==> config.mk <==
export PLATFORM = sky130hd
export DESIGN_NAME = picomem_soc
export DESIGN_NICKNAME = d
export VERILOG_FILES = /design/src/logic/picomem_pkg.sv /design/src/logic/reset_sync.sv /design/src/logic/picomem_mux.sv /design/src/logic/picomem_gpio.sv /design/src/logic/picomem_soc.sv
export VERILOG_INCLUDE_DIRS = /design/src /design/src/logic
export SDC_FILE = /design/constraint.sdc
export NUM_CORES = 1
export LEC_CHECK = 0
export BUFFER_PORTS_ARGS = -buffer_cell sky130_fd_sc_hd__buf_2
export CAP_MARGIN = 20
export CORE_MARGIN = 4
export CORE_UTILIZATION = 39
export CTS_CLUSTER_DIAMETER = 120
export DETAILED_ROUTE_END_ITERATION = 12
export HOLD_SLACK_MARGIN = 0.02
export PLACE_DENSITY = 0.59
export RECOVER_POWER = 25
export SLEW_MARGIN = 25
export SYNTH_ARGS = -nofsm -noshare
export SYNTH_HDL_FRONTEND = slang
export SYNTH_HIERARCHICAL = 1
export SYNTH_SLANG_ARGS = --single-unit
==> constraint.sdc <==
create_clock -name clk -period 1.95 [get_ports clk]
set_clock_uncertainty 0.05 [all_clocks]
set_input_delay 0.0975 -clock clk [delete_from_list [all_inputs] [get_ports clk]]
set_output_delay 0.0975 -clock clk [all_outputs]
set_load 0.02 [all_outputs]
==> src/logic/picomem_cfg.svh <==
`ifndef PICOMEM_CFG_SVH
`define PICOMEM_CFG_SVH

// bus widths
`define PICOMEM_ADDR_W 32
`define PICOMEM_DATA_W 32
// one strobe bit per byte lane
`define PICOMEM_STRB_W 4

// slaves on the top-level multiplexer
`define PICOMEM_NUM_SLAVES 2

// address map
// gpio bank 0
`define PICOMEM_S0_BASE 32'h0000_0000
// gpio bank 1
`define PICOMEM_S1_BASE 32'h4000_0000
// only the top two address bits take part in the decode
`define PICOMEM_SLAVE_MASK 32'hC000_0000

// gpio register indices, from addr[3:2]
`define GPIO_REG_OUT 2'd0
`define GPIO_REG_IN 2'd1
`define GPIO_REG_OE 2'd2

// returned for the unused index 3
`define GPIO_MARKER 32'hDEAD_BEEF

// internal reset is held for 2**RESET_CNT_W - 1 cycles
`define RESET_CNT_W 4

`endif

==> src/logic/picomem_pkg.sv <==
`default_nettype none

`include "picomem_cfg.svh"

package picomem_pkg;

  // master to slave
  // a read has all strobes low
  typedef struct packed {
    logic                         valid;
    logic [`PICOMEM_ADDR_W-1:0]   addr;
    logic [`PICOMEM_DATA_W-1:0]   wdata;
    logic [`PICOMEM_STRB_W-1:0]   wstrb;
  } picomem_req_t;

  // slave to master
  // ready is a single-cycle pulse, rdata valid with it
  typedef struct packed {
    logic                         ready;
    logic [`PICOMEM_DATA_W-1:0]   rdata;
  } picomem_rsp_t;

  // driven side of one gpio bank
  // board level combines out and oe into pads
  typedef struct packed {
    logic [`PICOMEM_DATA_W-1:0]   out;
    logic [`PICOMEM_DATA_W-1:0]   oe;
  } gpio_pins_t;

endpackage

`default_nettype wire

==> src/logic/reset_sync.sv <==
`default_nettype none
`timescale 1ns/10ps

`include "picomem_cfg.svh"

module reset_sync (
  input  logic clk,
  input  logic ext_reset,
  output logic resetn
);

  logic [`RESET_CNT_W-1:0] cnt;

  // counts up to all ones and then holds
  always_ff @(posedge clk or negedge ext_reset) begin
    if (!ext_reset) begin
      cnt <= '0;
    end else if (!resetn) begin
      cnt <= cnt + 1'b1;
    end
  end

  // release once the counter has saturated
  assign resetn = &cnt;

endmodule

`default_nettype wire

==> src/logic/picomem_mux.sv <==
`default_nettype none
`timescale 1ns/10ps

`include "picomem_cfg.svh"

module picomem_mux #(
  parameter int num_slaves = `PICOMEM_NUM_SLAVES,
  parameter logic [num_slaves-1:0][`PICOMEM_ADDR_W-1:0] slave_base =
    {`PICOMEM_S1_BASE, `PICOMEM_S0_BASE},
  parameter logic [num_slaves-1:0][`PICOMEM_ADDR_W-1:0] slave_mask =
    {num_slaves{`PICOMEM_SLAVE_MASK}}
) (
  input  picomem_pkg::picomem_req_t                  m_req,
  output picomem_pkg::picomem_rsp_t                  m_rsp,
  output picomem_pkg::picomem_req_t [num_slaves-1:0] s_req,
  input  picomem_pkg::picomem_rsp_t [num_slaves-1:0] s_rsp
);

  // raw address match per slave
  logic [num_slaves-1:0] hit;
  // one-hot after priority
  logic [num_slaves-1:0] sel;

  for (genvar i = 0; i < num_slaves; i++) begin : g_slave
    // only the masked bits are compared
    assign hit[i] = ~|((m_req.addr ^ slave_base[i]) & slave_mask[i]);

    // lowest index wins on overlapping windows
    if (i == 0) begin : g_first
      assign sel[i] = hit[i];
    end else begin : g_rest
      assign sel[i] = hit[i] & ~|hit[i-1:0];
    end

    // payload goes to every slave, valid only to the selected one
    assign s_req[i] = '{
      valid: m_req.valid & sel[i],
      addr:  m_req.addr,
      wdata: m_req.wdata,
      wstrb: m_req.wstrb
    };
  end

  // steer the selected response back
  // no match gives all zeros, so the access never completes
  always_comb begin
    m_rsp = '0;
    for (int i = 0; i < num_slaves; i++) begin
      if (sel[i]) begin
        m_rsp = s_rsp[i];
      end
    end
  end

endmodule

`default_nettype wire

==> src/logic/picomem_gpio.sv <==
`default_nettype none
`timescale 1ns/10ps

`include "picomem_cfg.svh"

module picomem_gpio (
  input  logic                         clk,
  input  logic                         resetn,
  input  picomem_pkg::picomem_req_t    req,
  output picomem_pkg::picomem_rsp_t    rsp,
  input  logic [`PICOMEM_DATA_W-1:0]   pins_in,
  output picomem_pkg::gpio_pins_t      pins
);

  logic                       ready_q;
  logic [`PICOMEM_DATA_W-1:0] out_q;
  logic [`PICOMEM_DATA_W-1:0] oe_q;
  logic [`PICOMEM_DATA_W-1:0] rdata_q;
  logic                       accept;
  logic [1:0]                 reg_idx;

  // byte-lane merge of a write into an existing register value
  function automatic logic [`PICOMEM_DATA_W-1:0] merge_bytes(
    input logic [`PICOMEM_DATA_W-1:0] old_val,
    input logic [`PICOMEM_DATA_W-1:0] new_val,
    input logic [`PICOMEM_STRB_W-1:0] strb
  );
    logic [`PICOMEM_DATA_W-1:0] merged;
    merged = old_val;
    for (int b = 0; b < `PICOMEM_STRB_W; b++) begin
      if (strb[b]) begin
        merged[8*b +: 8] = new_val[8*b +: 8];
      end
    end
    return merged;
  endfunction

  // new request seen, not the tail of the previous one
  assign accept  = req.valid & ~ready_q;
  assign reg_idx = req.addr[3:2];

  // control and output registers
  always_ff @(posedge clk) begin
    if (!resetn) begin
      ready_q <= 1'b0;
      out_q   <= '0;
      oe_q    <= '0;
    end else begin
      // one-cycle ready pulse per accepted request
      ready_q <= accept;
      if (accept && reg_idx == `GPIO_REG_OUT) begin
        out_q <= merge_bytes(out_q, req.wdata, req.wstrb);
      end
      if (accept && reg_idx == `GPIO_REG_OE) begin
        oe_q <= merge_bytes(oe_q, req.wdata, req.wstrb);
      end
    end
  end

  // read data, captured alongside the ready pulse
  // out and oe give their value from before this access
  always_ff @(posedge clk) begin
    if (accept) begin
      case (reg_idx)
        `GPIO_REG_OUT: rdata_q <= out_q;
        `GPIO_REG_IN:  rdata_q <= pins_in;
        `GPIO_REG_OE:  rdata_q <= oe_q;
        default:       rdata_q <= `GPIO_MARKER;
      endcase
    end
  end

  assign rsp = '{
    ready: ready_q,
    rdata: rdata_q
  };

  assign pins = '{
    out: out_q,
    oe:  oe_q
  };

endmodule

`default_nettype wire

==> src/logic/picomem_soc.sv <==
`default_nettype none
`timescale 1ns/10ps

`include "picomem_cfg.svh"

module picomem_soc (
  input  logic                         clk,
  input  logic                         ext_reset,
  input  picomem_pkg::picomem_req_t    bus_req,
  output picomem_pkg::picomem_rsp_t    bus_rsp,
  input  logic [`PICOMEM_DATA_W-1:0]   gpio0_in,
  input  logic [`PICOMEM_DATA_W-1:0]   gpio1_in,
  output picomem_pkg::gpio_pins_t      gpio0_pins,
  output picomem_pkg::gpio_pins_t      gpio1_pins
);

  logic resetn;

  // one request/response pair per gpio bank
  picomem_pkg::picomem_req_t [`PICOMEM_NUM_SLAVES-1:0] gpio_req;
  picomem_pkg::picomem_rsp_t [`PICOMEM_NUM_SLAVES-1:0] gpio_rsp;

  reset_sync reset_sync_inst (
    .clk       (clk),
    .ext_reset (ext_reset),
    .resetn    (resetn)
  );

  // slave 0 is bank 0, slave 1 is bank 1
  picomem_mux #(
    .num_slaves (`PICOMEM_NUM_SLAVES),
    .slave_base ({`PICOMEM_S1_BASE, `PICOMEM_S0_BASE}),
    .slave_mask ({`PICOMEM_NUM_SLAVES{`PICOMEM_SLAVE_MASK}})
  ) picomem_mux_inst (
    .m_req (bus_req),
    .m_rsp (bus_rsp),
    .s_req (gpio_req),
    .s_rsp (gpio_rsp)
  );

  picomem_gpio gpio0_inst (
    .clk     (clk),
    .resetn  (resetn),
    .req     (gpio_req[0]),
    .rsp     (gpio_rsp[0]),
    .pins_in (gpio0_in),
    .pins    (gpio0_pins)
  );

  picomem_gpio gpio1_inst (
    .clk     (clk),
    .resetn  (resetn),
    .req     (gpio_req[1]),
    .rsp     (gpio_rsp[1]),
    .pins_in (gpio1_in),
    .pins    (gpio1_pins)
  );

endmodule

`default_nettype wire

* Word level (Yosys, flattened, before mapping)
Index checks and enable logic that the tools add are counted.
Operators by class: mux-type cells 4, bitwise operators 8, reduce and logical (&&, ||, !) cells 26, eq/ne operators 2, add/subtract/negate cells 1
Operators by type and width (count):
- $pmux 32 s3 | 2
- $mux 33 | 2
- $reduce_and 2->1 | 16
- $and 1x1->1 | 5
- $add 4x1->4 const B | 1
- $logic_and 1x1->1 | 4
- $reduce_and 4->1 | 1
- $reduce_or 2->1 | 2
- $not 1->1 | 3
- $eq 2x1->1 const B | 1
- $eq 2x2->1 const B | 1
- $logic_not 1->1 | 2
- $logic_not 2->1 | 1
Storage, ports and cells: output and inout bits 161, bits of input ports 135, register bits after elaboration 198

* Logic depth before layout (Yosys ltp)
Gate-level depths: netlist (run 1).
depth in word-level cells 8, gate-level depth with buffers 8

* By module
Netlist (run 1), hierarchy kept.
Modules (own cells, without submodules):
- picomem_gpio | instances 2, area an instance 4212.8 µm², cells each 374
- picomem_mux | instances 1, area an instance 1580.3 µm², cells each 212
- reset_sync | instances 1, area an instance 183.9 µm², cells each 14

* Worst setup path before layout (run 1)
OpenSTA, ideal clock, no wires.
kind flip-flop to flip-flop, start point reg reset_sync_inst.cnt[0], end point reg gpio0_inst.oe_q[20], period minus slack after synthesis 1.626 ns, buffers on the path 3, setup time 0.072 ns, arrival 1.504 ns, path slack 0.324 ns, cell stages (with the launch flop) 8, required time 1.828 ns, cell sequence dfrtp_1 ha_1 and3_4 buf_4 buf_4 clkbuf_1 nand2_1 mux2i_1
On the way: cells in the longest elaborated chain, start to end 1
RTL lines:
- start: declaration | RTL line reset_sync.sv:12 | logic [`RESET_CNT_W-1:0] cnt;
- start signal: assignment | RTL line reset_sync.sv:19 | cnt <= cnt + 1'b1;
- $reduce_and 4->1 | RTL line reset_sync.sv:24 | assign resetn = &cnt;
- named net resetn | RTL line picomem_soc.sv:17 | logic resetn;
- end signal: assignment | RTL line picomem_gpio.sv:55 | oe_q <= merge_bytes(oe_q, req.wdata, req.wstrb);
- end: declaration | RTL line picomem_gpio.sv:17 | logic [`PICOMEM_DATA_W-1:0] oe_q;
The timed path passes the listed nets, and every way through them passes these cells. A chain may end at the register's enable or synchronous reset.

* Worst setup path after layout (run 1)
start point in bus_req[39] (netlist name), end point reg gpio1_inst.rdata_q[19], data pin
On the way: cells in the longest elaborated chain, start to end 2, elaborated cells on any way between the ends 4
RTL lines:
- start: declaration | RTL line picomem_soc.sv:9 | input picomem_pkg::picomem_req_t bus_req,
- $eq 2x2->1 (tied with other cells) | RTL line picomem_gpio.sv:64 | case (reg_idx)
- $pmux 32 s3 * | RTL line picomem_gpio.sv:64
- end signal: assignment | RTL line picomem_gpio.sv:65 | `GPIO_REG_OUT: rdata_q <= out_q;
- end signal: assignment | RTL line picomem_gpio.sv:66 | `GPIO_REG_IN: rdata_q <= pins_in;
- end signal: assignment | RTL line picomem_gpio.sv:67 | `GPIO_REG_OE: rdata_q <= oe_q;
- end: declaration | RTL line picomem_gpio.sv:18 | logic [`PICOMEM_DATA_W-1:0] rdata_q;
Mark *: on every way between the ends. The rest lies on a longest branch, timed or not.

==> results of run 1 <==
[routing by layer]
| layer | track usage, % | share of wire (%) | routed length (um) | vias up |
|---|---|---|---|---|
| met3 | 4.76 | 5.9 | 1770 | 40 |
| met2 | 31.3 | 43 | 13000 | 223 |
| met1 | 31.0 | 49 | 14600 | 3589 |
| met4 | 6.60 | 2.2 | 668 | 0 |
| li1 | - | - | - | 3647 |
| met5 | 0 | 0 | 0 | - |
[stage by stage]
stage | utilization (%) | power, mW
after floorplan | - | 6.63
after global placement | 44.3 | 7.40
after detailed placement | 44.3 | 7.44
after CTS | 50.6 | 11.0
after global routing | 50.2 | 11.4
final | 50.2 | 10.9
[critical path: stages]
cell and delay (ns):
buf_2 0.48, clkbuf_1 0.76, mux2_2 0.42, o22a_1 0.18
[sequential cells by signal (all words and copies together), names as in the netlist]
register	cells
gpio0_inst/ready_q	1
gpio1_inst/ready_q	1
gpio0_inst/out_q	32
gpio1_inst/out_q	32
gpio0_inst/rdata_q	32
reset_sync_inst/cnt	4
gpio1_inst/oe_q	32
gpio1_inst/rdata_q	32
gpio0_inst/oe_q	32
[final timing paths]
path                                               end  slack (ns)  depth (start not counted)
worst max-delay path            gpio1_inst/rdata_q[19]        0.12                          4
worst min-delay path               gpio1_inst/oe_q[15]        0.12                          3
worst max register to register     gpio1_inst/out_q[9]        0.15                          5
worst min register to register    gpio0_inst/out_q[21]        0.42                          2
max in group asynchronous       reset_sync_inst/cnt[2]        1.19                          3
min in group asynchronous       reset_sync_inst/cnt[3]        0.50                          3
[cells in the final DEF (no fill, tap or decap), drive strengths merged]
cell / n
a31oi: 1
dfxtp: 130
xnor2: 1
nand2: 208
diode: 1
nor2b: 8
clkinvlp: 1
ha: 1
a41oi: 1
edfxtp: 64
and3b: 1
clkbuf: 75
clkinv: 1
nor3b: 1
buf: 260
and3: 13
dlygate4sd3: 98
nand2b: 2
inv: 9
mux2i: 177
a21oi: 1
mux2: 49
o22a: 48
nor2: 36
dfrtp: 4
o21ai: 16
and2: 2
nand3: 4
[layout make-up]
cell class | count | area (um2)
multi-input cells | 570 | 4050
well taps | 324 | 405
clock buffers | 21 | 472
fillers | 2255 | 12200
diodes | 1 | 2.50
flip-flops and latches | 198 | 4620
repair buffers | 412 | 2650
clock inverters | 11 | 83.8
[where the power goes]
part,switching (mW),internal (mW)
Clock,1.63,1.77
Sequential,0.328,4.75
Combinational,1.41,0.979
Total,3.37,7.50
==> results.toml, run 1 <==
[placement]
routabilityCongestion = 0.822
post-dp-hpwl_um = 22600
place_area_mm2 = 0.0108
dp.cells = 1406
pre_cts_ws_ns = 0.185
port_buffers = 267

[global_route]
grt_start_max_net_pins = 96
grt_usage_pct = 21.2
overflow = 0
grt_first_pass_wirelength_um = 45300
antenna_found_initial = 1
grt_pass1_vias = 7488

[floorplanning]
rows = 57
start_util_pct = 39.8
ios = 296
core_mm2 = 0.0245
fp.dieArea_mm2 = 0.0276
die_w_um = 166
die_h_um = 166

[clock_network]
cts.sinks = 198
cts_tree = "yes"
htreeDepth = 4
cts-root-buf = "clkbuf_16"
clock_path_buffers = 2
cts_resized = 0
clkTransAtPathRegs_ns = 0.07
cts_buffers = 17
clk-insertion-delay-late_ns = 0.44
hold_buffers = 98
postCtsSetupRepairBufs = 0

[sta]
max_freq_ghz = 0.547
hold_violations = 0
slew_headroom_pct = 34.8
finalSetupViolCount = 0
min_period_over_period_pct = 93.8
setup_ws_ns = 0.122
period_minus_slack_ns = 1.83
maxSlewViolCount = 0
final.setup.tns_ns = 0
rsz0062_at_grt = "false"
tightest_slew_ns = 0.979
hold_slack_ns = 0.122

[detailed_routing]
dr.first_iter.drc_count = 519
drc_errors = 0
drt_wl_total_um = 30100
vias = 7499
dr.pass1.iters = 5
ant_nets = 0
routedWlPerCell_um = 19.6
viasPerCell = 4.88

[hold_path]
hp-start = "bus_req[1]"
hold_path.class = "primary input to register"

[worst_setup_path]
startpoint = "bus_req[39]"
worstPathMaxFanout = 20
cp-end-kind = "register"
worstReg2RegStart = "reset_sync_inst/cnt[0]"
cp-start-kind = "primary input"
critPathKind = "primary input to register"
cp.required_ns = 2.09
arrival_ns = 1.97

[pwr]
power_leakage_nw = 5.62
powerDensity_mw_per_mm2 = 885
ir_drop_uv = 563

[status]
status = "finished clean"

[finish]
nets = 1335
instances_no_fill = 1537
drive_above_1_share_pct = 28.4
stdcell_area_mm2 = 0.0123
area_growth_pct = 26.2

[synth]
synth.avg_cell_area_um2 = 10.7
syn_area_mm2 = 0.00974
ys_warn_count = 6
syn-num-nets = 1050
synth_cells = 914

[run]
cap_viol_max_count = 0
Power figures use the tool's default switching activity.
==> run 2: changes to the inputs <==
--- a/config.mk
+++ b/config.mk
@@ -8,7 +8,6 @@
 export LEC_CHECK = 0
 export BUFFER_PORTS_ARGS = -buffer_cell sky130_fd_sc_hd__buf_2
 export CAP_MARGIN = 20
-export CORE_MARGIN = 4
 export CORE_UTILIZATION = 39
 export CTS_CLUSTER_DIAMETER = 120
 export DETAILED_ROUTE_END_ITERATION = 12
==> run 2 against run 1 <==
Against the previous run:
- combinational power is essentially flat
- sequential power about the same
- count of clock-buffer cells in the layout fell by 3
- worst setup slack got worse by 0.016 ns
- first-iteration DRC count fell by 11%
- cell area is 0.10% higher
==> results.toml, run 2 (synthesis gave the netlist of run 1 again) <==
[finish]
mostFrequentLayoutCells = "buf_2, nand2_1, mux2i_1"
layout_commonest_cell = "buf_2"
nets = 1327
instances_no_fill = 1532
final_core_util_pct = 50.4
stdcell_area_mm2 = 0.0123
fillers = 2292
final-seq-area_mm2 = 0.00462
area_growth_pct = 26.3
multiInputGateArea_mm2 = 0.00405
drive_above_1_share_pct = 28.1

[worst_setup_path]
crit_path_max_incr_delay_ns = 0.71
worstPathMaxFanout = 22
rrSetupSlack_ns = 0.16
path_delay_family = "buffers and inverters"
critPathKind = "primary input to register"
cp.required_ns = 2.08
worstPathCellList = "clkbuf_2 > clkbuf_2 > mux2_2 > o22a_1"
crit_buf_inv = 2
arrival_ns = 1.97
cp_slowest_cell = "clkbuf_2"
cp-start-kind = "primary input"
crit_path_frequent_cell = "clkbuf_2"
cp-end-kind = "register"

[global_route]
grt_pass1_vias = 7346
overflow = 0
grt_usage_pct = 22.8
antenna_found_initial = 4
grt_start_max_net_pins = 71
grt_first_pass_wirelength_um = 44100

[pwr]
power_switching_mw = 3.44
clkPwrFrac_pct = 31.6
swShare_pct = 31.6
power_leakage_nw = 5.64
p_comb_share_pct = 21.7
ir_drop_uv = 530
power_mw = 10.9
p_int_mw = 7.46
power.share.sequential_pct = 46.7
powerDensity_mw_per_mm2 = 886

[clock_network]
cts_tree = "yes"
clk-insertion-delay-late_ns = 0.43
clkTransAtPathRegs_ns = 0.07
postCtsSetupRepairBufs = 0
cts_resized = 0
clock_path_buffers = 2
cts_buffers = 17
cts.sinks = 198
htreeDepth = 4
cts-root-buf = "clkbuf_16"
hold_buffers = 98

[floorplanning]
die_w_um = 160
fp.dieArea_mm2 = 0.0256
die_h_um = 160
rows = 57
start_util_pct = 39.9
core_mm2 = 0.0244
ios = 296

[detailed_routing]
drt_wl_total_um = 29400
routedWlPerCell_um = 19.2
viasPerCell = 4.90
dr.first_iter.drc_count = 460
drc_errors = 0
dr.pass1.iters = 7
ant_nets = 0
vias = 7513

[sta]
slew_headroom_pct = 50.5
final.setup.tns_ns = 0
tightest_slew_ns = 0.742
finalSetupViolCount = 0
rsz0062_at_grt = "false"
min_period_over_period_pct = 94.6
hold_violations = 0
maxSlewViolCount = 0
hold_slack_ns = 0.108
period_minus_slack_ns = 1.84
max_freq_ghz = 0.542
setup_ws_ns = 0.105

[status]
status = "finished clean"

[placement]
post-dp-hpwl_um = 21600
dp.cells = 1398
place_area_mm2 = 0.0108
port_buffers = 267
pre_cts_ws_ns = 0.238
routabilityCongestion = 0.857

[hold_path]
hold_path.class = "primary input to register"

[run]
cap_viol_max_count = 0
## run 2: cell types whose count changed in the layout (fill, tap and decap cells not counted), sizes merged
| cell | change |
|---|---|
| inv | -2 |
| buf | -4 |
| clkinvlp | -1 |
| clkbuf | -7 |
| diode | +3 |
| clkinv | +6 |
## run 2: final cells by class
cell class / instances / share of cell area (%)
multi-input cells: 570 / 32.9
well taps: 324 / 3.30
repair buffers: 404 / 21.4
clock inverters: 14 / 1.11
flip-flops and latches: 198 / 37.6
diodes: 4 / 0.0814
clock buffers: 18 / 3.57
## run 2: metal layers
metal / routed length, um / global-route usage [%]
met1: 14300 / 33.7
met2: 12600 / 33.1
met5: 0 / 0
met3: 1740 / 3.90
met4: 801 / 8.57
## run 2: power by group through the flow
stage,logic [mW],clock network [mW],registers [mW]
6_report,2.37,3.45,5.09
5_1_grt,2.55,3.68,5.15
4_1_cts,2.43,3.51,5.08
3_5_place_dp,2.26,0,5.17
3_3_place_gp,2.22,0,5.16
2_1_floorplan,1.05,0,5.58
## run 2: path summary, 6_finish.rpt
check,from,endpoint,cells after the start
max in group asynchronous,ext_reset,reset_sync_inst/cnt[3],3
min in group asynchronous,ext_reset,reset_sync_inst/cnt[2],3
worst min register to register,gpio0_inst/out_q[20],gpio0_inst/out_q[20],2
worst min-delay path,bus_req[1],gpio1_inst/oe_q[15],3
worst max-delay path,bus_req[39],gpio0_inst/rdata_q[16],4
worst max register to register,reset_sync_inst/cnt[0],gpio1_inst/out_q[17],6
## run 2: worst reg2reg max path, cell delays in order, from the launching register on
cell	delay, ns
dfrtp_1	0.42
ha_1	0.25
and3_4	0.25
buf_12	0.22
buf_4	0.24
nand2_1	0.09
mux2i_1	0.19
